`src/design/cnn_load_pkg.sv`:
```
// shared widths, counts and word tags for the cnn loader, referenced by scoped name
package cnn_load_pkg;

	// one pixel or weight
	localparam int DATA_WIDTH = 8;

	// one dma beat from external memory
	localparam int BEAT_WIDTH = 16;

	// three beats make one packed word of six bytes
	localparam int BEATS_PER_WORD = 3;
	localparam int WORD_WIDTH = BEAT_WIDTH * BEATS_PER_WORD;

	// weight memory columns, also the width of the column one-hot
	localparam int COLUMN_NUM = 6;

	// kernel mode code
	// 0: 3x3 quad, 1: 4x4, 2: 5x5, 3: 6x6
	localparam int MODE_WIDTH = 2;

	// filter count field, zmove+1 filters per run
	localparam int ZMOVE_WIDTH = 7;

	// tag carried next to each word
	localparam int KIND_WIDTH = 2;

	// image word, goes to the image buffer
	localparam logic [KIND_WIDTH-1:0] KIND_IMG = 2'd0;

	// weight word, one column of a filter
	localparam logic [KIND_WIDTH-1:0] KIND_WGT = 2'd1;

	// bias beat, only the low byte is meaningful
	localparam logic [KIND_WIDTH-1:0] KIND_BIAS = 2'd2;

endpackage

```
`src/design/dma_fetch.sv`:
```
// fetch side of the loader, reads dma beats and hands tagged words to the FIFO
`timescale 1ns/1ps

module dma_fetch #(
	parameter int DMA_ADDR_WIDTH = 10,
	parameter int IMEM_ADDR_WIDTH = 10
) (
	input  logic                                  i_clk,
	input  logic                                  i_rst,
	input  logic                                  i_start,
	input  logic [cnn_load_pkg::MODE_WIDTH-1:0]   i_mode,
	input  logic [cnn_load_pkg::ZMOVE_WIDTH-1:0]  i_zmove,
	input  logic [IMEM_ADDR_WIDTH-1:0]            i_img_words,
	input  logic [DMA_ADDR_WIDTH-1:0]             i_dma_img_base,
	input  logic [DMA_ADDR_WIDTH-1:0]             i_dma_wgt_base,
	input  logic                                  i_dma_rd_ready,
	input  logic [cnn_load_pkg::BEAT_WIDTH-1:0]   i_dma_rd_data,
	output logic                                  o_dma_rd_en,
	output logic [DMA_ADDR_WIDTH-1:0]             o_dma_rd_addr,
	output logic                                  o_word_valid,
	input  logic                                  i_word_ready,
	output logic [cnn_load_pkg::WORD_WIDTH-1:0]   o_word_data,
	output logic [cnn_load_pkg::KIND_WIDTH-1:0]   o_word_kind
);
	localparam int COL_CNT_WIDTH = $clog2(cnn_load_pkg::COLUMN_NUM + 1);
	localparam int BUF_WIDTH = cnn_load_pkg::WORD_WIDTH - cnn_load_pkg::BEAT_WIDTH;
	localparam logic [1:0] LAST_BEAT = 2'(cnn_load_pkg::BEATS_PER_WORD - 1);

	localparam logic [1:0] ST_IDLE = 2'd0;
	localparam logic [1:0] ST_IMG = 2'd1;
	localparam logic [1:0] ST_WGT = 2'd2;

	logic [1:0] state;
	logic [1:0] beat_cnt;
	logic bias_next;
	logic [IMEM_ADDR_WIDTH-1:0] img_cnt;
	logic [COL_CNT_WIDTH-1:0] col_cnt;
	logic [COL_CNT_WIDTH-1:0] col_num;
	logic [cnn_load_pkg::ZMOVE_WIDTH-1:0] filt_cnt;
	logic [BUF_WIDTH-1:0] beat_buf;
	logic word_stall;
	logic beat_ok;
	logic bias_beat;
	logic pack_beat;
	logic last_beat;

	// same column rule as the writer, tells where a filter ends
	always_comb begin
		case (i_mode)
			2'd1: col_num = COL_CNT_WIDTH'(4);
			2'd2: col_num = COL_CNT_WIDTH'(5);
			default: col_num = COL_CNT_WIDTH'(cnn_load_pkg::COLUMN_NUM);
		endcase
	end

	// hold off the dma while a finished word waits on a full fifo
	assign word_stall = o_word_valid && !i_word_ready;
	assign o_dma_rd_en = (state != ST_IDLE) && !word_stall;

	assign beat_ok = o_dma_rd_en && i_dma_rd_ready;
	assign bias_beat = beat_ok && bias_next;
	assign pack_beat = beat_ok && !bias_next;
	assign last_beat = pack_beat && (beat_cnt == LAST_BEAT);

	always_ff @(posedge i_clk or negedge i_rst) begin
		if (!i_rst) begin
			state <= ST_IDLE;
			o_dma_rd_addr <= '0;
			beat_cnt <= '0;
			bias_next <= 1'b0;
			img_cnt <= '0;
			col_cnt <= '0;
			filt_cnt <= '0;
			o_word_valid <= 1'b0;
		end else begin
			if (last_beat || bias_beat) begin
				o_word_valid <= 1'b1;
			end else if (i_word_ready) begin
				o_word_valid <= 1'b0;
			end

			if (pack_beat) begin
				beat_cnt <= last_beat ? 2'd0 : beat_cnt + 2'd1;
			end

			case (state)
				ST_IDLE: begin
					if (i_start) begin
						img_cnt <= '0;
						col_cnt <= '0;
						filt_cnt <= '0;
						// no image words means straight to the weights
						if (i_img_words == '0) begin
							state <= ST_WGT;
							o_dma_rd_addr <= i_dma_wgt_base;
							bias_next <= 1'b1;
						end else begin
							state <= ST_IMG;
							o_dma_rd_addr <= i_dma_img_base;
						end
					end
				end
				ST_IMG: begin
					if (beat_ok) begin
						o_dma_rd_addr <= o_dma_rd_addr + 1'b1;
					end
					if (last_beat) begin
						img_cnt <= img_cnt + 1'b1;
						if (img_cnt == i_img_words - 1'b1) begin
							state <= ST_WGT;
							o_dma_rd_addr <= i_dma_wgt_base;
							bias_next <= 1'b1;
						end
					end
				end
				ST_WGT: begin
					if (beat_ok) begin
						o_dma_rd_addr <= o_dma_rd_addr + 1'b1;
					end
					if (bias_beat) begin
						bias_next <= 1'b0;
					end
					if (last_beat) begin
						if (col_cnt == col_num - 1'b1) begin
							col_cnt <= '0;
							if (filt_cnt == i_zmove) begin
								state <= ST_IDLE;
							end else begin
								filt_cnt <= filt_cnt + 1'b1;
								bias_next <= 1'b1;
							end
						end else begin
							col_cnt <= col_cnt + 1'b1;
						end
					end
				end
				default: state <= ST_IDLE;
			endcase
		end
	end

	// lowest beat ends up in the lowest bits
	always_ff @(posedge i_clk) begin
		if (pack_beat) begin
			beat_buf <= {i_dma_rd_data, beat_buf[BUF_WIDTH-1:cnn_load_pkg::BEAT_WIDTH]};
		end
		if (last_beat) begin
			o_word_data <= {i_dma_rd_data, beat_buf};
			o_word_kind <= (state == ST_IMG) ? cnn_load_pkg::KIND_IMG : cnn_load_pkg::KIND_WGT;
		end else if (bias_beat) begin
			o_word_data <= cnn_load_pkg::WORD_WIDTH'(i_dma_rd_data);
			o_word_kind <= cnn_load_pkg::KIND_BIAS;
		end
	end

endmodule

```
`src/design/word_fifo.sv`:
```
// small FIFO of tagged words between the fetch unit and the buffer writer
`timescale 1ns/1ps

module word_fifo #(
	parameter int FIFO_DEPTH = 4
) (
	input  logic                                 i_clk,
	input  logic                                 i_rst,
	input  logic                                 i_valid,
	output logic                                 o_ready,
	input  logic [cnn_load_pkg::WORD_WIDTH-1:0]  i_data,
	input  logic [cnn_load_pkg::KIND_WIDTH-1:0]  i_kind,
	output logic                                 o_valid,
	input  logic                                 i_ready,
	output logic [cnn_load_pkg::WORD_WIDTH-1:0]  o_data,
	output logic [cnn_load_pkg::KIND_WIDTH-1:0]  o_kind
);
	localparam int PTR_WIDTH = (FIFO_DEPTH > 1) ? $clog2(FIFO_DEPTH) : 1;
	localparam int CNT_WIDTH = $clog2(FIFO_DEPTH + 1);
	localparam int ENTRY_WIDTH = cnn_load_pkg::KIND_WIDTH + cnn_load_pkg::WORD_WIDTH;

	// kind sits above the data in each entry
	logic [ENTRY_WIDTH-1:0] mem [FIFO_DEPTH];
	logic [PTR_WIDTH-1:0] wr_ptr;
	logic [PTR_WIDTH-1:0] rd_ptr;
	logic [CNT_WIDTH-1:0] count;
	logic push;
	logic pop;

	function automatic logic [PTR_WIDTH-1:0] ptr_next(input logic [PTR_WIDTH-1:0] ptr);
		if (ptr == PTR_WIDTH'(FIFO_DEPTH - 1)) begin
			return '0;
		end
		return ptr + 1'b1;
	endfunction

	assign o_ready = (count != CNT_WIDTH'(FIFO_DEPTH));
	assign o_valid = (count != '0);
	assign push = i_valid && o_ready;
	assign pop = o_valid && i_ready;
	assign {o_kind, o_data} = mem[rd_ptr];

	always_ff @(posedge i_clk) begin
		if (push) begin
			mem[wr_ptr] <= {i_kind, i_data};
		end
	end

	always_ff @(posedge i_clk or negedge i_rst) begin
		if (!i_rst) begin
			wr_ptr <= '0;
			rd_ptr <= '0;
			count <= '0;
		end else begin
			if (push) begin
				wr_ptr <= ptr_next(wr_ptr);
			end
			if (pop) begin
				rd_ptr <= ptr_next(rd_ptr);
			end
			case ({push, pop})
				2'b10: count <= count + 1'b1;
				2'b01: count <= count - 1'b1;
				default: count <= count;
			endcase
		end
	end

endmodule

```
`src/design/buffer_writer.sv`:
```
// drains tagged words into the image buffer, the weight columns and the bias register
`timescale 1ns/1ps

module buffer_writer #(
	parameter int IMEM_ADDR_WIDTH = 10,
	parameter int WMEM_ADDR_WIDTH = 7
) (
	input  logic                                  i_clk,
	input  logic                                  i_rst,
	input  logic                                  i_start,
	input  logic [cnn_load_pkg::MODE_WIDTH-1:0]   i_mode,
	input  logic [cnn_load_pkg::ZMOVE_WIDTH-1:0]  i_zmove,
	input  logic                                  i_valid,
	output logic                                  o_ready,
	input  logic [cnn_load_pkg::WORD_WIDTH-1:0]   i_data,
	input  logic [cnn_load_pkg::KIND_WIDTH-1:0]   i_kind,
	input  logic                                  i_mem_ready,
	output logic                                  o_img_wr_en,
	output logic [IMEM_ADDR_WIDTH-1:0]            o_img_wr_addr,
	output logic [cnn_load_pkg::WORD_WIDTH-1:0]   o_img_wr_data,
	output logic [cnn_load_pkg::COLUMN_NUM-1:0]   o_wmem_wr_en,
	output logic [WMEM_ADDR_WIDTH-1:0]            o_wmem_wr_addr,
	output logic [cnn_load_pkg::WORD_WIDTH-1:0]   o_wmem_wr_data,
	output logic [cnn_load_pkg::DATA_WIDTH-1:0]   o_bias,
	output logic                                  o_update_bias,
	output logic                                  o_done
);
	localparam int COL_IDX_WIDTH = $clog2(cnn_load_pkg::COLUMN_NUM);

	logic take;
	logic take_img;
	logic take_wgt;
	logic take_bias;
	logic [COL_IDX_WIDTH-1:0] last_col;
	logic [cnn_load_pkg::COLUMN_NUM-1:0] col_sel;
	logic [IMEM_ADDR_WIDTH-1:0] img_cnt;
	logic [cnn_load_pkg::ZMOVE_WIDTH-1:0] filt_idx;

	// last weight column per kernel mode
	// 3x3 quad and 6x6 fill all six, 4x4 four, 5x5 five
	always_comb begin
		case (i_mode)
			2'd1: last_col = COL_IDX_WIDTH'(3);
			2'd2: last_col = COL_IDX_WIDTH'(4);
			default: last_col = COL_IDX_WIDTH'(cnn_load_pkg::COLUMN_NUM - 1);
		endcase
	end

	assign o_ready = i_mem_ready;
	assign take = i_valid && i_mem_ready;
	assign take_img = take && (i_kind == cnn_load_pkg::KIND_IMG);
	assign take_wgt = take && (i_kind == cnn_load_pkg::KIND_WGT);
	assign take_bias = take && (i_kind == cnn_load_pkg::KIND_BIAS);

	always_ff @(posedge i_clk or negedge i_rst) begin
		if (!i_rst) begin
			o_img_wr_en <= 1'b0;
			o_wmem_wr_en <= '0;
			o_update_bias <= 1'b0;
			o_done <= 1'b0;
			img_cnt <= '0;
			col_sel <= cnn_load_pkg::COLUMN_NUM'(1);
			filt_idx <= '0;
		end else begin
			// write strobes last one cycle each
			o_img_wr_en <= take_img;
			o_wmem_wr_en <= take_wgt ? col_sel : '0;
			o_update_bias <= take_bias;

			if (i_start) begin
				img_cnt <= '0;
				col_sel <= cnn_load_pkg::COLUMN_NUM'(1);
				filt_idx <= '0;
				o_done <= 1'b0;
			end else begin
				if (take_img) begin
					img_cnt <= img_cnt + 1'b1;
				end
				if (take_wgt) begin
					if (col_sel[last_col]) begin
						// filter complete, next row of the weight memory
						col_sel <= cnn_load_pkg::COLUMN_NUM'(1);
						filt_idx <= filt_idx + 1'b1;
						if (filt_idx == i_zmove) begin
							o_done <= 1'b1;
						end
					end else begin
						col_sel <= col_sel << 1;
					end
				end
			end
		end
	end

	always_ff @(posedge i_clk) begin
		if (take_img) begin
			o_img_wr_addr <= img_cnt;
			o_img_wr_data <= i_data;
		end
		if (take_wgt) begin
			o_wmem_wr_addr <= WMEM_ADDR_WIDTH'(filt_idx);
			o_wmem_wr_data <= i_data;
		end
		if (take_bias) begin
			o_bias <= i_data[cnn_load_pkg::DATA_WIDTH-1:0];
		end
	end

endmodule

```
`src/design/cnn_load_top.sv`:
```
// loader top level, connects dma fetch, word FIFO and buffer writer
`timescale 1ns/1ps

module cnn_load_top #(
	parameter int DMA_ADDR_WIDTH = 10,
	parameter int IMEM_ADDR_WIDTH = 10,
	parameter int WMEM_ADDR_WIDTH = 7,
	parameter int FIFO_DEPTH = 4
) (
	input  logic                                  i_clk,
	input  logic                                  i_rst,
	input  logic                                  i_start,
	input  logic [cnn_load_pkg::MODE_WIDTH-1:0]   i_mode,
	input  logic [cnn_load_pkg::ZMOVE_WIDTH-1:0]  i_zmove,
	input  logic [IMEM_ADDR_WIDTH-1:0]            i_img_words,
	input  logic [DMA_ADDR_WIDTH-1:0]             i_dma_img_base,
	input  logic [DMA_ADDR_WIDTH-1:0]             i_dma_wgt_base,
	input  logic                                  i_dma_rd_ready,
	input  logic [cnn_load_pkg::BEAT_WIDTH-1:0]   i_dma_rd_data,
	output logic                                  o_dma_rd_en,
	output logic [DMA_ADDR_WIDTH-1:0]             o_dma_rd_addr,
	input  logic                                  i_mem_ready,
	output logic                                  o_img_wr_en,
	output logic [IMEM_ADDR_WIDTH-1:0]            o_img_wr_addr,
	output logic [cnn_load_pkg::WORD_WIDTH-1:0]   o_img_wr_data,
	output logic [cnn_load_pkg::COLUMN_NUM-1:0]   o_wmem_wr_en,
	output logic [WMEM_ADDR_WIDTH-1:0]            o_wmem_wr_addr,
	output logic [cnn_load_pkg::WORD_WIDTH-1:0]   o_wmem_wr_data,
	output logic [cnn_load_pkg::DATA_WIDTH-1:0]   o_bias,
	output logic                                  o_update_bias,
	output logic                                  o_done
);
	// fetch to fifo
	logic fetch_valid;
	logic fetch_ready;
	logic [cnn_load_pkg::WORD_WIDTH-1:0] fetch_data;
	logic [cnn_load_pkg::KIND_WIDTH-1:0] fetch_kind;

	// fifo to writer
	logic wr_valid;
	logic wr_ready;
	logic [cnn_load_pkg::WORD_WIDTH-1:0] wr_data;
	logic [cnn_load_pkg::KIND_WIDTH-1:0] wr_kind;

	dma_fetch #(
		.DMA_ADDR_WIDTH  (DMA_ADDR_WIDTH),
		.IMEM_ADDR_WIDTH (IMEM_ADDR_WIDTH)
	) u_dma_fetch (
		.i_clk          (i_clk),
		.i_rst          (i_rst),
		.i_start        (i_start),
		.i_mode         (i_mode),
		.i_zmove        (i_zmove),
		.i_img_words    (i_img_words),
		.i_dma_img_base (i_dma_img_base),
		.i_dma_wgt_base (i_dma_wgt_base),
		.i_dma_rd_ready (i_dma_rd_ready),
		.i_dma_rd_data  (i_dma_rd_data),
		.o_dma_rd_en    (o_dma_rd_en),
		.o_dma_rd_addr  (o_dma_rd_addr),
		.o_word_valid   (fetch_valid),
		.i_word_ready   (fetch_ready),
		.o_word_data    (fetch_data),
		.o_word_kind    (fetch_kind)
	);

	word_fifo #(
		.FIFO_DEPTH (FIFO_DEPTH)
	) u_word_fifo (
		.i_clk   (i_clk),
		.i_rst   (i_rst),
		.i_valid (fetch_valid),
		.o_ready (fetch_ready),
		.i_data  (fetch_data),
		.i_kind  (fetch_kind),
		.o_valid (wr_valid),
		.i_ready (wr_ready),
		.o_data  (wr_data),
		.o_kind  (wr_kind)
	);

	buffer_writer #(
		.IMEM_ADDR_WIDTH (IMEM_ADDR_WIDTH),
		.WMEM_ADDR_WIDTH (WMEM_ADDR_WIDTH)
	) u_buffer_writer (
		.i_clk          (i_clk),
		.i_rst          (i_rst),
		.i_start        (i_start),
		.i_mode         (i_mode),
		.i_zmove        (i_zmove),
		.i_valid        (wr_valid),
		.o_ready        (wr_ready),
		.i_data         (wr_data),
		.i_kind         (wr_kind),
		.i_mem_ready    (i_mem_ready),
		.o_img_wr_en    (o_img_wr_en),
		.o_img_wr_addr  (o_img_wr_addr),
		.o_img_wr_data  (o_img_wr_data),
		.o_wmem_wr_en   (o_wmem_wr_en),
		.o_wmem_wr_addr (o_wmem_wr_addr),
		.o_wmem_wr_data (o_wmem_wr_data),
		.o_bias         (o_bias),
		.o_update_bias  (o_update_bias),
		.o_done         (o_done)
	);

endmodule

```
`config.mk`:
```
export PLATFORM = sky130hd
export DESIGN_NAME = cnn_load_top
export DESIGN_NICKNAME = d
export VERILOG_FILES = /design/src/design/cnn_load_pkg.sv /design/src/design/dma_fetch.sv /design/src/design/word_fifo.sv /design/src/design/buffer_writer.sv /design/src/design/cnn_load_top.sv
export SDC_FILE = /design/constraint.sdc
export NUM_CORES = 1
export LEC_CHECK = 0
export ABC_AREA = 0
export BUFFER_PORTS_ARGS = -buffer_cell sky130_fd_sc_hd__buf_2
export CORE_MARGIN = 3
export CORE_UTILIZATION = 58
export DETAILED_ROUTE_END_ITERATION = 12
export PLACE_DENSITY_LB_ADDON = 0.15
export RECOVER_POWER = 100
export SLEW_MARGIN = 5
export SYNTH_ARGS = -nofsm -noshare
export SYNTH_HDL_FRONTEND = slang
export SYNTH_HIERARCHICAL = 1
export SYNTH_SLANG_ARGS = --single-unit
```
`constraint.sdc`:
```
create_clock -name i_clk -period 4.74 [get_ports i_clk]
set_input_delay 0.237 -clock i_clk [delete_from_list [all_inputs] [get_ports i_clk]]
set_output_delay 0.237 -clock i_clk [all_outputs]
set_load 0.05 [all_outputs]
```
==> Word-level counts from Yosys, hierarchy flattened <==
Memories as Yosys holds them, arrays and structs flattened.
Cells that the tools add are included.
{ "totals": {"inputBits": 60, "wordCells": 174, "output_inout_bits": 141, "mem_bits_rw": 200, "n_memories": 1, "ff_bits": 278} }
{ "memory_table": {"columns": ["memory", "words", "width", "rd", "rd_ports_with_merged_regs", "write_ports", "line_no", "rtl"], "rows": [
  ["u_word_fifo.mem", 4, 50, 1, 0, 1, "word_fifo.sv:23", "logic [ENTRY_WIDTH-1:0] mem [FIFO_DEPTH];"]
]} }
{ "op_classes": {"n_lt_le_gt_ge": 1, "reduce_logical": 38, "n_eq_ne": 24, "n_addsub": 13, "n_mux": 71} }
{ "ops": {"columns": ["op", "n"], "rows": [
  ["48-bit two-way mux", 2],
  ["10-bit two-way mux", 9],
  ["7-bit two-way mux", 7],
  ["10-bit by 1-bit adder with 10-bit output (second input constant)", 3],
  ["10-bit case mux with 3 select lines", 1],
  ["2-bit two-way mux", 14],
  ["6-bit two-way mux", 4],
  ["1-bit two-way mux", 22],
  ["10-bit case mux with 2 select lines", 1],
  ["2-bit nonzero test", 10],
  ["3-bit case mux with 2 select lines", 3],
  ["7-bit by 1-bit adder with 7-bit output (second input constant)", 2],
  ["2-bit == test (second input constant)", 7],
  ["7-bit == test", 2],
  ["7-bit case mux with 2 select lines", 1],
  ["2-bit by 1-bit != test with 1-bit output (second input constant)", 6],
  ["1-bit logical AND", 11],
  ["10-bit == test", 1],
  ["10-bit zero test", 1],
  ["5-bit AND reduction", 2],
  ["10-bit by 1-bit subtractor with 10-bit output (second input constant)", 1],
  ["3-bit two-way mux", 3],
  ["3-bit AND reduction", 3],
  ["2-bit by 1-bit == test with 1-bit output (second input constant)", 4],
  ["other kinds (17)", 27]
]} }

==> Depth between registers and ports, before layout <==
Gate-level depths: netlist (run 1).
{ "depth": {"depth_word": 12, "mapped_depth": 11, "mapped_depth_nobuf": 10} }

==> Hierarchy <==
The synthesis (run 1) kept the hierarchy.
{ "modules_own_cells": {"columns": ["module", "area_each_um2", "seq_area_each_um2", "cells_each", "instances"], "rows": [
  ["word_fifo", 7717.4, 6180.9, 302, 1],
  ["dma_fetch", 5928.2, 3363.2, 546, 1],
  ["buffer_writer", 5147.4, 4435.5, 264, 1]
]} }

==> Worst setup path before layout (run 1) <==
Ideal clock, no wire load.
{ "synth_timing": {"kind": "register -> register", "startpoint": "reg u_dma_fetch.state[0]", "endpoint": "reg u_dma_fetch/o_word_data[0] in the netlist's numbering (enable)", "arrival_time_ns": 3.043, "required_time_ns": 4.282, "path_stages_with_launch": 6, "synth_period_minus_slack_ns": 3.501, "setup_ns": 0.458, "setup_slack_ns": 1.239, "path_buffers": 0, "path_cell_list": "dfrtp_1 inv_1 ha_1 nor2b_1 nand2_1 nor2_1"} }
{ "synth_via": {"elab_chain_cells": 6, "elab_cells_between_ends": 7, "classes_between": "reduce/logical: 7"} }
{ "synth_lines": {"columns": ["element", "line_no", "rtl"], "rows": [
  ["start: declaration", "dma_fetch.sv:33", "logic [1:0] state;"],
  ["start signal: assignment", "dma_fetch.sv:67", "state <= ST_IDLE;"],
  ["start signal: assignment", "dma_fetch.sv:94", "state <= ST_WGT;"],
  ["start signal: assignment", "dma_fetch.sv:98", "state <= ST_IMG;"],
  ["2-bit nonzero test *", "dma_fetch.sv:58", "assign o_dma_rd_en = (state != ST_IDLE) && !word_stall;"],
  ["1-bit logical AND *", "dma_fetch.sv:58", null],
  ["1-bit logical AND *", "dma_fetch.sv:60", "assign beat_ok = o_dma_rd_en && i_dma_rd_ready;"],
  ["1-bit logical AND", "dma_fetch.sv:62", "assign pack_beat = beat_ok && !bias_next;"],
  ["1-bit logical AND", "dma_fetch.sv:63", "assign last_beat = pack_beat && (beat_cnt == LAST_BEAT);"],
  ["2-bit nonzero test (no source line) *", null, null],
  ["end signal: assignment", "dma_fetch.sv:148", "o_word_data <= {i_dma_rd_data, beat_buf};"],
  ["end signal: assignment", "dma_fetch.sv:151", "o_word_data <= cnn_load_pkg::WORD_WIDTH'(i_dma_rd_data);"],
  ["end: declaration", "dma_fetch.sv:22", "output logic [cnn_load_pkg::WORD_WIDTH-1:0] o_word_data,"]
]} }
Every way passes the cells marked *; elsewhere a longest branch is shown, timed or not.
A chain may end at the register's enable or synchronous reset.

==> Worst setup path in the final report (run 1) <==
{ "layout_timing": {"startpoint": "reg u_word_fifo.count[2]", "endpoint": "mem u_word_fifo/mem[2][37] in the netlist's numbering (enable)"} }
{ "layout_via": {"elab_chain_cells": 4} }
{ "layout_lines": {"columns": ["element", "line_no", "rtl"], "rows": [
  ["start: declaration", "word_fifo.sv:26", "logic [CNT_WIDTH-1:0] count;"],
  ["start signal: assignment", "word_fifo.sv:62", "2'b10: count <= count + 1'b1;"],
  ["start signal: assignment", "word_fifo.sv:63", "2'b01: count <= count - 1'b1;"],
  ["start signal: assignment", "word_fifo.sv:64", "default: count <= count;"],
  ["3-bit != test", "word_fifo.sv:37", "assign o_ready = (count != CNT_WIDTH'(FIFO_DEPTH));"],
  ["net fetch_ready", "cnn_load_top.sv:35", "logic fetch_ready;"],
  ["1-bit logical AND", "word_fifo.sv:39", "assign push = i_valid && o_ready;"],
  ["1-bit two-way mux", "word_fifo.sv:44", "if (push) begin"],
  ["1-bit two-way mux (implied by the code)", "word_fifo.sv:45", "mem[wr_ptr] <= {i_kind, i_data};"],
  ["end: declaration", "word_fifo.sv:23", null]
]} }
The timed path passes the listed nets, and every way through them passes these cells.

==> metrics, run 1 <==
clk_lat worst skew=0.55 ns; vias per inst=5.70; Critical Path Slowest Stage Cell=clkbuf_1; max_cap viols=7; P&R area growth vs syn=15.8%; crit path time final=3.72 ns; flop2flop setup slack=1.02 ns; Final Worst Setup Slack=1.02 ns; Setup Total Neg Slack=0 ns; Hold EP=u_dma_fetch/o_dma_rd_addr[2]; clk buf depth=3; Pleak=7.68 nW; Worst EP required=4.88 ns; R2R depth=3; crit end category=flop; via count of the routed design=10200; Final Hold Vio Count=0; die footprint=34600 um2; CTS tree=built; CP Launch Type=flop; placed instance count=1682; critical-path cell list=or3b_1, and3_1, clkbuf_1; number of DRC markers in iteration 0=720; # diodes=0; top cells by area, synth=edfxtp_1 64%, dfrtp_1 9.9%, mux4_2 5.0%; Slew Viols, Final=261; Final nets=1426; Relative slew margins=-0.372; worst vdd ir=373 uV; Post-Syn Nets=1192; async set or reset register ratio after synthesis=0.157; Final setup viols=0; FP Rows=65; Starting Density=0.593; global-route wire length before repair=57400 um; root buf cell=clkbuf_16; WHS Path Cells=4; Vert. Die Dim=186 um; hpwl dp=22700 um; first drt pass iteration count=5; die width=186 um; H-tree levels=2; GP Congestion=0.819; FF-to-FF End=u_word_fifo/mem[2][37]; Power Total=0.0140 W; share of the synthesized area in the top cell type=0.644; initial antenna violation count=0; largest net degree at the start of global routing=76; Power Dens Cells=642 nW/um2; failing checks=capacitance limit, slew limit; WL/cell=20.5 um; CTS Sinks=478; clk_skew=0.0127 ns; Worst Tran Pin Value=2.06 ns; arrival time worst endpoint=3.85 ns; syn avg cell area=16.9 um2; final worst-path cycle share=0.784; Critical R2R Launch=u_word_fifo/count[2]; Total GRT Usage=0.214; core area=31700 um2; Warnings, synthesis=6; critical path class=flop to flop; grt ovf=0; CP peak stage delay=1.47 ns; part of the Yosys area used for sequential elements=0.744; DP Worst Slack=1.39 ns; total wire length=36600 um; Post-route DRC=0; outcome=complete, but fails checks; antenna-violating nets left=0; crit path from=u_word_fifo/count[2]; CP max FO=29; fmax=269 MHz; EDFF count, synth=403; layout cell share with drive strength beyond 1=0.141; ys flop type=edfxtp_1; Cell Area, Synth=18800 um2; Hold WC Path Type=input pin to flop; Synth cell types=74; RSZ-0062 raised after global routing=false; clk slew on worst S/H paths=0.06 ns; I/O pin count=201; Post-Layout Cell Count=1787; Cells after Synth=1112; Num CTS Buffers=47; top cell type by total area after synthesis=edfxtp_1; vias in the first global route=10400; I/O Buffers=200; post-synthesis register bit count=478; HP Start=i_dma_wgt_base[2]
worst max-delay path, delay by kind of cell, from the launching register on:
family	cells	cell delay, ns
buffers and inverters	1	1.47
AND/OR/NAND/NOR	2	1.38
flip-flops	1	0.40
Yosys cell counts, types with 4 or more instances:
| cell type | number |
|---|---|
| a211o_1 | 4 |
| a211o_2 | 5 |
| a21oi_1 | 18 |
| a22o_1 | 7 |
| a311o_1 | 4 |
| a31o_2 | 4 |
| and2_1 | 40 |
| and3_1 | 13 |
| buf_2 | 8 |
| buf_6 | 9 |
| clkbuf_1 | 22 |
| dfrtp_1 | 74 |
| edfxtp_1 | 403 |
| ha_1 | 19 |
| inv_1 | 29 |
| mux2i_1 | 11 |
| mux4_1 | 8 |
| mux4_2 | 42 |
| nand2_1 | 104 |
| nand2b_1 | 5 |
| nand3_1 | 12 |
| nand4_1 | 11 |
| nor2_1 | 63 |
| nor2b_1 | 6 |
| nor3_1 | 14 |
| nor4_1 | 9 |
| nor4b_1 | 4 |
| o21ai_0 | 22 |
| o22ai_1 | 6 |
| o31a_2 | 4 |
| o31ai_1 | 6 |
| o41ai_1 | 4 |
| or3_1 | 5 |
| or4_1 | 5 |
| xnor2_1 | 41 |
| xor2_1 | 15 |
worst max path at each step:
stage / slack [ns] / cells after the start / to
after floorplan: 1.24 / 5 / u_dma_fetch/o_word_data[0]
after detailed placement: 1.39 / 6 / u_buffer_writer/o_done
final: 1.02 / 3 / u_word_fifo/mem[2][37]
after global routing: 0.78 / 6 / u_buffer_writer/o_done
after CTS: 1.38 / 6 / u_buffer_writer/o_done
after global placement: 1.40 / 6 / u_buffer_writer/o_done
cells in the final DEF, fill, tap and decap left out, drive strengths merged, types with 22 or more instances in the layout:
| cell type | netlist | routed |
|---|---|---|
| buf | 20 | 44 |
| mux4 | 50 | 50 |
| o21ai | 22 | 22 |
| and2 | 41 | 41 |
| inv | 29 | 30 |
| nand2 | 105 | 105 |
| dfrtp | 74 | 74 |
| clkbuf | 23 | 222 |
| nor2 | 63 | 63 |
| xnor2 | 41 | 41 |
| edfxtp | 403 | 403 |
metal layers:
layer | vias up | global-route usage | routed length (um)
met3 | 36 | 0.0399 | 2130
met5 | - | 0 | 0
met2 | 322 | 0.336 | 17200
li1 | 4717 | - | -
met4 | 0 | 0.0465 | 498
met1 | 5113 | 0.322 | 16700
cells by family (layout without fill, tap and decap cells):
group	Yosys count	in the layout	synth area share
AND/OR/NAND/NOR	310	310	0.0836
AO/OA/AOI/OAI	107	107	0.0417
adder cells (fa/ha/maj)	20	20	0.0137
XOR/XNOR	56	56	0.0261
flip-flops	478	478	0.744
buffers and inverters	73	346	0.0191
multiplexers	68	68	0.0720
what timing repair did:
| item | CTS | global route |
|---|---|---|
| buffers inserted | 0 | 0 |
| endpoints found under the hold margin | 103 | 0 |
| gates resized for setup | 0 | 0 |
| hold buffers | 17 | 0 |
metrics by stage:
stage          cell area, um2  utilization  hold slack, ns
2_1_floorplan           18800            -         -0.0586
3_3_place_gp            20200        0.636           0.422
3_5_place_dp            20200        0.636           0.425
4_1_cts                 22000        0.694          0.0289
5_1_grt                 21800        0.686          0.0544
6_report                21800        0.686          0.0551
flip-flops by register name, summed over array words and instances, names as in the netlist, 6 cells and up:
register and cells:
u_buffer_writer/o_img_wr_addr 10, u_buffer_writer/col_sel 6, u_word_fifo/mem 200, u_dma_fetch/o_dma_rd_addr 10, u_buffer_writer/o_wmem_wr_en 6, u_dma_fetch/img_cnt 10
u_buffer_writer/img_cnt 10, u_dma_fetch/filt_cnt 7, u_buffer_writer/o_img_wr_data 48, u_dma_fetch/o_word_data 48, u_buffer_writer/o_bias 8, u_buffer_writer/filt_idx 7
u_buffer_writer/o_wmem_wr_addr 7, u_dma_fetch/beat_buf 32, u_buffer_writer/o_wmem_wr_data 48
report_power, final:
group	switching (W)	internal [W]	total, W
logic	0.00258	0.00108	0.00366
registers	0.000489	0.00584	0.00633
clock network	0.00154	0.00244	0.00398
total	0.00461	0.00936	0.0140
area by class of cell:
class	count	area (um2)
multi-input cells	561	4440
fillers	2196	9960
clock inverters	33	483
clock buffers	55	1210
well taps	402	503
repair buffers	228	1030
inverters	30	114
flip-flops and latches	478	14000
No activity file was read; power rests on OpenSTA's default activity.
==> run 2, diff against run 1 <==
--- a/config.mk
+++ b/config.mk
@@ -5,10 +5,10 @@
 export SDC_FILE = /design/constraint.sdc
 export NUM_CORES = 1
 export LEC_CHECK = 0
-export ABC_AREA = 0
+export ABC_AREA = 1
 export BUFFER_PORTS_ARGS = -buffer_cell sky130_fd_sc_hd__buf_2
 export CORE_MARGIN = 3
-export CORE_UTILIZATION = 58
+export CORE_UTILIZATION = 53
 export DETAILED_ROUTE_END_ITERATION = 12
 export PLACE_DENSITY_LB_ADDON = 0.15
 export RECOVER_POWER = 100
==> constraint.sdc (replaced) <==
create_clock -name i_clk -period 3.4 [get_ports i_clk]
set_input_delay 0.17 -clock i_clk [delete_from_list [all_inputs] [get_ports i_clk]]
set_output_delay 0.17 -clock i_clk [all_outputs]
set_load 0.05 [all_outputs]
==> run 2 against run 1 <==
Net effect: the run still ends with capacitance limit, slew limit left; highest routed layer unchanged; critical path depth is 2 higher; first-iteration DRC count is 1.8% higher; count of clock-buffer cells in the layout is 12 higher; sequential power is 36% higher; power is 32% higher.
==> metrics, run 2 <==
vias in the first global route=11900; Hold WC Path Type=input pin to flop; clk slew on worst S/H paths=0.06 ns; async set or reset register ratio after synthesis=0.157; Pleak=9.00 nW; syn avg cell area=12.0 um2; most frequent cells in the layout=403 x edfxtp_1, 378 x nand2_1, 251 x inv_1; initial antenna violation count=4; Post-route DRC=0; largest register by flop count=u_word_fifo/mem; outcome=complete, but fails checks; Critical Path Slowest Stage Cell=dfrtp_2; CTS Sinks=478; worst vdd ir=504 uV; via count of the routed design=12300; RSZ-0062 raised after global routing=false; Vert. Die Dim=199 um; Warnings, synthesis=6; max_cap viols=5; I/O pin count=201; die width=199 um; hpwl dp=25300 um; P&R area growth vs syn=14.1%; placed instance count=2273; vias per inst=5.15; clk buf depth=3; Slew Viols, Final=397; DP Worst Slack=0.620 ns; Cells after Synth=1638; crit end category=flop; CTS resizes=0; EDFF count, synth=403; top cell type by total area after synthesis=edfxtp_1; core area=36600 um2; fmax=344 MHz; failing checks=capacitance limit, slew limit; Cell Area, Synth=19700 um2; Num CTS Buffers=48; most common cell in the synthesized netlist=edfxtp_1; post-synthesis register bit count=478; antenna-violating nets left=0; share of the synthesized area in the top cell type=0.613; critical-path cell list=inv_1, o211ai_1, nand2_1, nor3_1, clkbuf_2; CTS tree=built; HP Start=i_dma_img_base[3]; critical path class=flop to flop; Power Dens Cells=822 nW/um2; clk_lat worst skew=0.55 ns; crit path time final=2.91 ns; global-route wire length before repair=62600 um; Hold EP=u_dma_fetch/o_dma_rd_addr[3]; hold_ws=0.0361 ns; I/O Buffers=200; CP Launch Type=flop; die footprint=39600 um2; WL/cell=16.5 um; CP max FO=36; layout cell share with drive strength beyond 1=0.0811; Starting Density=0.539; Synth cell types=51; total wire length=39400 um; grt ovf=0; Final setup viols=0; FP Rows=70; Setup Total Neg Slack=0 ns; Post-Syn Nets=1718; Relative slew margins=-0.365; part of the Yosys area used for sequential elements=0.709; max reg flops=200; flop2flop setup slack=0.49 ns; Final Worst Setup Slack=0.490 ns; synth cell count leaders=403 x edfxtp_1, 375 x nand2_1, 249 x inv_1, 109 x nor2_1, 100 x o211ai_1; clk_skew=0.0133 ns; FF-to-FF End=u_buffer_writer/o_img_wr_data[9]; ys flop type=edfxtp_1; GP Congestion=0.840; most common cell after layout, fill and taps aside=edfxtp_1; R2R depth=5; root buf cell=clkbuf_16; CP peak stage delay=0.84 ns; first drt pass iteration count=5; top cells by area, synth=edfxtp_1 61%, dfrtp_1 9.4%, nand2_1 7.1%; H-tree levels=2; Power Total=0.0185 W; number of DRC markers in iteration 0=733; arrival time worst endpoint=3.07 ns; Worst Tran Pin Value=2.05 ns; Final Hold Vio Count=0; Total GRT Usage=0.201; largest net degree at the start of global routing=168; Critical R2R Launch=u_word_fifo/rd_ptr[1]; Post-Layout Cell Count=2382; WHS Path Cells=7; final worst-path cycle share=0.856; Final nets=1954; Worst EP required=3.56 ns
## run 2: cell types whose count changed in the layout (fill, tap and decap cells not counted), moves of 10 or more
cell and delta:
o21ai_0 +43, nand2_1 +273, mux4_2 -42, nor2_1 +48, nand3_1 +38, o211ai_1 +99, xnor2_1 -28, and2_0 -21
and2_1 -20, and3_1 -10, mux2i_1 -10, inv_1 +223
## run 2: worst max-delay path, delay by kind of cell (launching register included)
family,cells,cell delay [ns]
compound gates,1,0.14
buf+inv,2,1.00
flops,1,0.84
simple gates,2,0.49
## run 2: routing by layer
layer / wire length [um] / GRT usage / vias to the layer above
li1: - / - / 6019
met1: 17100 / 0.268 / 5897
met2: 19400 / 0.343 / 308
met3: 2210 / 0.0393 / 47
met4: 665 / 0.0487 / 0
met5: 0 / 0 / -
## run 2: worst max path at each step
| stage | from | to | slack [ns] | depth (start not counted) |
|---|---|---|---|---|
| after floorplan | u_word_fifo/rd_ptr[0] | u_buffer_writer/filt_idx[5] | 0.11 | 11 |
| after global routing | u_word_fifo/rd_ptr[1] | u_buffer_writer/filt_idx[4] | 0.23 | 11 |
| after global placement | u_dma_fetch/state[0] | u_dma_fetch/o_dma_rd_addr[7] | 0.75 | 13 |
| after CTS | u_dma_fetch/state[0] | u_dma_fetch/col_cnt[2] | 0.61 | 11 |
| after detailed placement | u_dma_fetch/state[0] | u_dma_fetch/col_cnt[2] | 0.62 | 11 |
| final | u_word_fifo/rd_ptr[1] | u_buffer_writer/o_img_wr_data[9] | 0.49 | 5 |
## run 2: timing repair
item,4_1_cts,5_1_grt
hold endpoints to repair,105,0
setup buffers,0,0
hold buffers,19,0
## run 2: kinds of logic (layout without fill, tap and decap cells)
family                   count (synthesis)  count (layout)  share of synthesized area
multiplexers                             1               1                   0.000507
AND/OR/NAND/NOR                        593             593                      0.131
flip-flops                             478             478                      0.709
other                                    0               3                          0
buffers and inverters                  308             581                     0.0634
XOR/XNOR                                33              33                     0.0147
AO/OA/AOI/OAI                          205             205                     0.0684
adder cells (fa/ha/maj)                 20              20                     0.0131
## run 2: report_power, final
| part | total [W] | switching, W | internal (W) |
|---|---|---|---|
| logic | 0.00498 | 0.00393 | 0.00105 |
| registers | 0.00859 | 0.000621 | 0.00796 |
| clock network | 0.00494 | 0.00204 | 0.00289 |
| total | 0.0185 | 0.00659 | 0.0119 |
## run 2: area by class of cell
type	count	area [um2]
Antenna cell	3	7.51
Inverter	256	963
Multi-Input combinational cell	852	4410
Timing Repair Buffer	238	1100
Sequential cell	478	14000
Clock buffer	67	1300
Fill cell	2994	14100
Clock inverter	20	166
Tap cell	468	586
## run 2: metrics by stage
stage,utilization,area [um2]
6_report,0.615,22500
2_1_floorplan,-,19700
5_1_grt,0.615,22500
4_1_cts,0.626,22900
3_3_place_gp,0.581,21300
3_5_place_dp,0.581,21300
==> run 3, diff against run 2 <==
--- a/config.mk
+++ b/config.mk
@@ -5,7 +5,6 @@
 export SDC_FILE = /design/constraint.sdc
 export NUM_CORES = 1
 export LEC_CHECK = 0
-export ABC_AREA = 1
 export BUFFER_PORTS_ARGS = -buffer_cell sky130_fd_sc_hd__buf_2
 export CORE_MARGIN = 3
 export CORE_UTILIZATION = 53
==> run 3 against run 2 <==
Net effect: the flow still finishes with violations (capacitance limit, slew limit); global-route usage shrank 0.67 points; flip-flop and latch count is the same; via count shrank 16%; first-iteration DRC count shrank 11%; cell count shrank 22%.
==> metrics, run 3 (synthesis gave the netlist of run 1 again) <==
Hold WC Path Type=input pin to flop; crit path time final=2.97 ns; die width=194 um; antenna-violating nets left=0; global-route wire length before repair=57800 um; Slew Viols, Final=184; arrival time worst endpoint=3.37 ns; Final Hold Vio Count=0; initial antenna violation count=2; Relative slew margins=-0.337; CP Launch Type=flop; largest net degree at the start of global routing=76; routing usage on met1=0.279; I/O Buffers=200; hpwl dp=23000 um; via count of the routed design=10200; family with the most delay on the worst path=simple AND/OR/NAND/NOR gates; WP buf/inv=2; CTS tree=built; CTS Sinks=478; layout cell share with drive strength beyond 1=0.139; grt ovf=0; postcts setup bufs=0; Post-route DRC=0; first drt pass iteration count=5; Worst EP required=3.80 ns; Worst Tran Pin Value=2.01 ns; worst vdd ir=550 uV; most common cell after layout, fill and taps aside=edfxtp_1; Final nets=1446; met2 track demand over resource=0.313; max_cap viols=4; max reg flops=200; Critical Path Slowest Stage Cell=clkbuf_1; I/O pin count=201; GP Congestion=0.859; Setup Total Neg Slack=0 ns; critical-path cell list=or3b_1, nand2b_1, and3_1, inv_1, clkbuf_1, nand2_1, nand2_1; failing checks=capacitance limit, slew limit; crit end category=flop; final worst-path cycle share=0.874; clk buf depth=3; P&R area growth vs syn=15.8%; vias per inst=5.52; Pleak=7.67 nW; Power Dens Cells=867 nW/um2; fmax=337 MHz; Final setup viols=0; met3 usage=0.0354; Num CTS Buffers=48; root buf cell=clkbuf_16; critical path class=flop to flop; total wire length=36900 um; most frequent cells in the layout=403 x edfxtp_1, 175 x clkbuf_1, 105 x nand2_1; hold_ws=0.0370 ns; H-tree levels=2; FP Rows=68; RSZ-0062 raised after global routing=false; Starting Density=0.541; clk slew on worst S/H paths=0.06 ns; CP max FO=18; die footprint=37800 um2; gr busiest metal=met2; WL/cell=19.9 um; Total GRT Usage=0.194; Vert. Die Dim=194 um; CP peak stage delay=0.91 ns; vias in the first global route=10200; outcome=complete, but fails checks; critical path's most frequent cell=nand2_1; clk_lat worst skew=0.56 ns; number of DRC markers in iteration 0=654; largest register by flop count=u_word_fifo/mem; core area=34700 um2; clk_skew=0.0179 ns
[run 3: cell types whose count changed in the layout (fill, tap and decap cells not counted), moves of 28 or more]
cell / previous run / this run
o211ai_1: 100 / 1
nand3_1: 50 / 12
o21ai_0: 65 / 22
mux4_2: 0 / 42
nor2_1: 109 / 60
inv_1: 251 / 28
nand2_1: 378 / 105
xnor2_1: 13 / 41
[run 3: tightest hold or removal path, cell delays in order]
cell     delay [ns]
buf_2          0.11
xnor2_1        0.06
nand4_1        0.06
or4_1          0.10
a21oi_1        0.06
[run 3: power breakdown]
part           internal [W]  switching [W]  leakage, nW
registers           0.00813       0.000590         4.68
logic               0.00158        0.00370         2.28
clock network       0.00279        0.00208        0.705
total                0.0125        0.00637         7.67
[run 3: final cells by class]
class | instances | area (um2)
fill | 2629 | 12900
clock inverter | 21 | 171
antenna | 2 | 5.00
tap | 455 | 569
sequential | 478 | 14000
timing repair buffer | 247 | 1210
clock buffer | 61 | 1270
inverter | 30 | 114
multi-input combinational | 561 | 4450
[run 3: path summary, 6_finish.rpt]
path | startpoint | to | slack [ns] | depth (start not counted)
max in group asynchronous | i_rst | u_word_fifo/rd_ptr[1] | 1.35 | 2
min reg2reg | u_dma_fetch/beat_buf[23] | u_dma_fetch/beat_buf[7] | 0.44 | 0
min | i_zmove[0] | u_buffer_writer/o_done | 0.04 | 5
max | u_word_fifo/count[0] | u_dma_fetch/o_word_data[11] | 0.43 | 7
min in group asynchronous | i_rst | u_dma_fetch/img_cnt[6] | 0.73 | 2
max reg2reg | u_word_fifo/count[0] | u_dma_fetch/o_word_data[11] | 0.43 | 7
[run 3: stage by stage]
stage,area [um2],setup WS (ns),power [W],util,instances
final,21800,0.428,0.0189,0.627,1855
after global placement,20300,0.750,0.0141,0.586,1745
after global routing,21800,0.233,0.0197,0.627,1855
after floorplan,18800,0.0533,0.0127,-,1112
after CTS,22000,0.206,0.0192,0.635,1853
after detailed placement,20300,0.627,0.0142,0.586,1745
[run 3: what timing repair did]
action	CTS	global route
endpoints found under the setup margin	0	2
hold buffers	26	0
resized for setup	0	1
hold endpoints to repair	127	0
[run 3: metal layers]
metal	vias to the layer above	wire length, um
met5	-	0
met4	0	733
met3	61	1990
met2	281	17800
met1	5152	16300
li1	4753	-
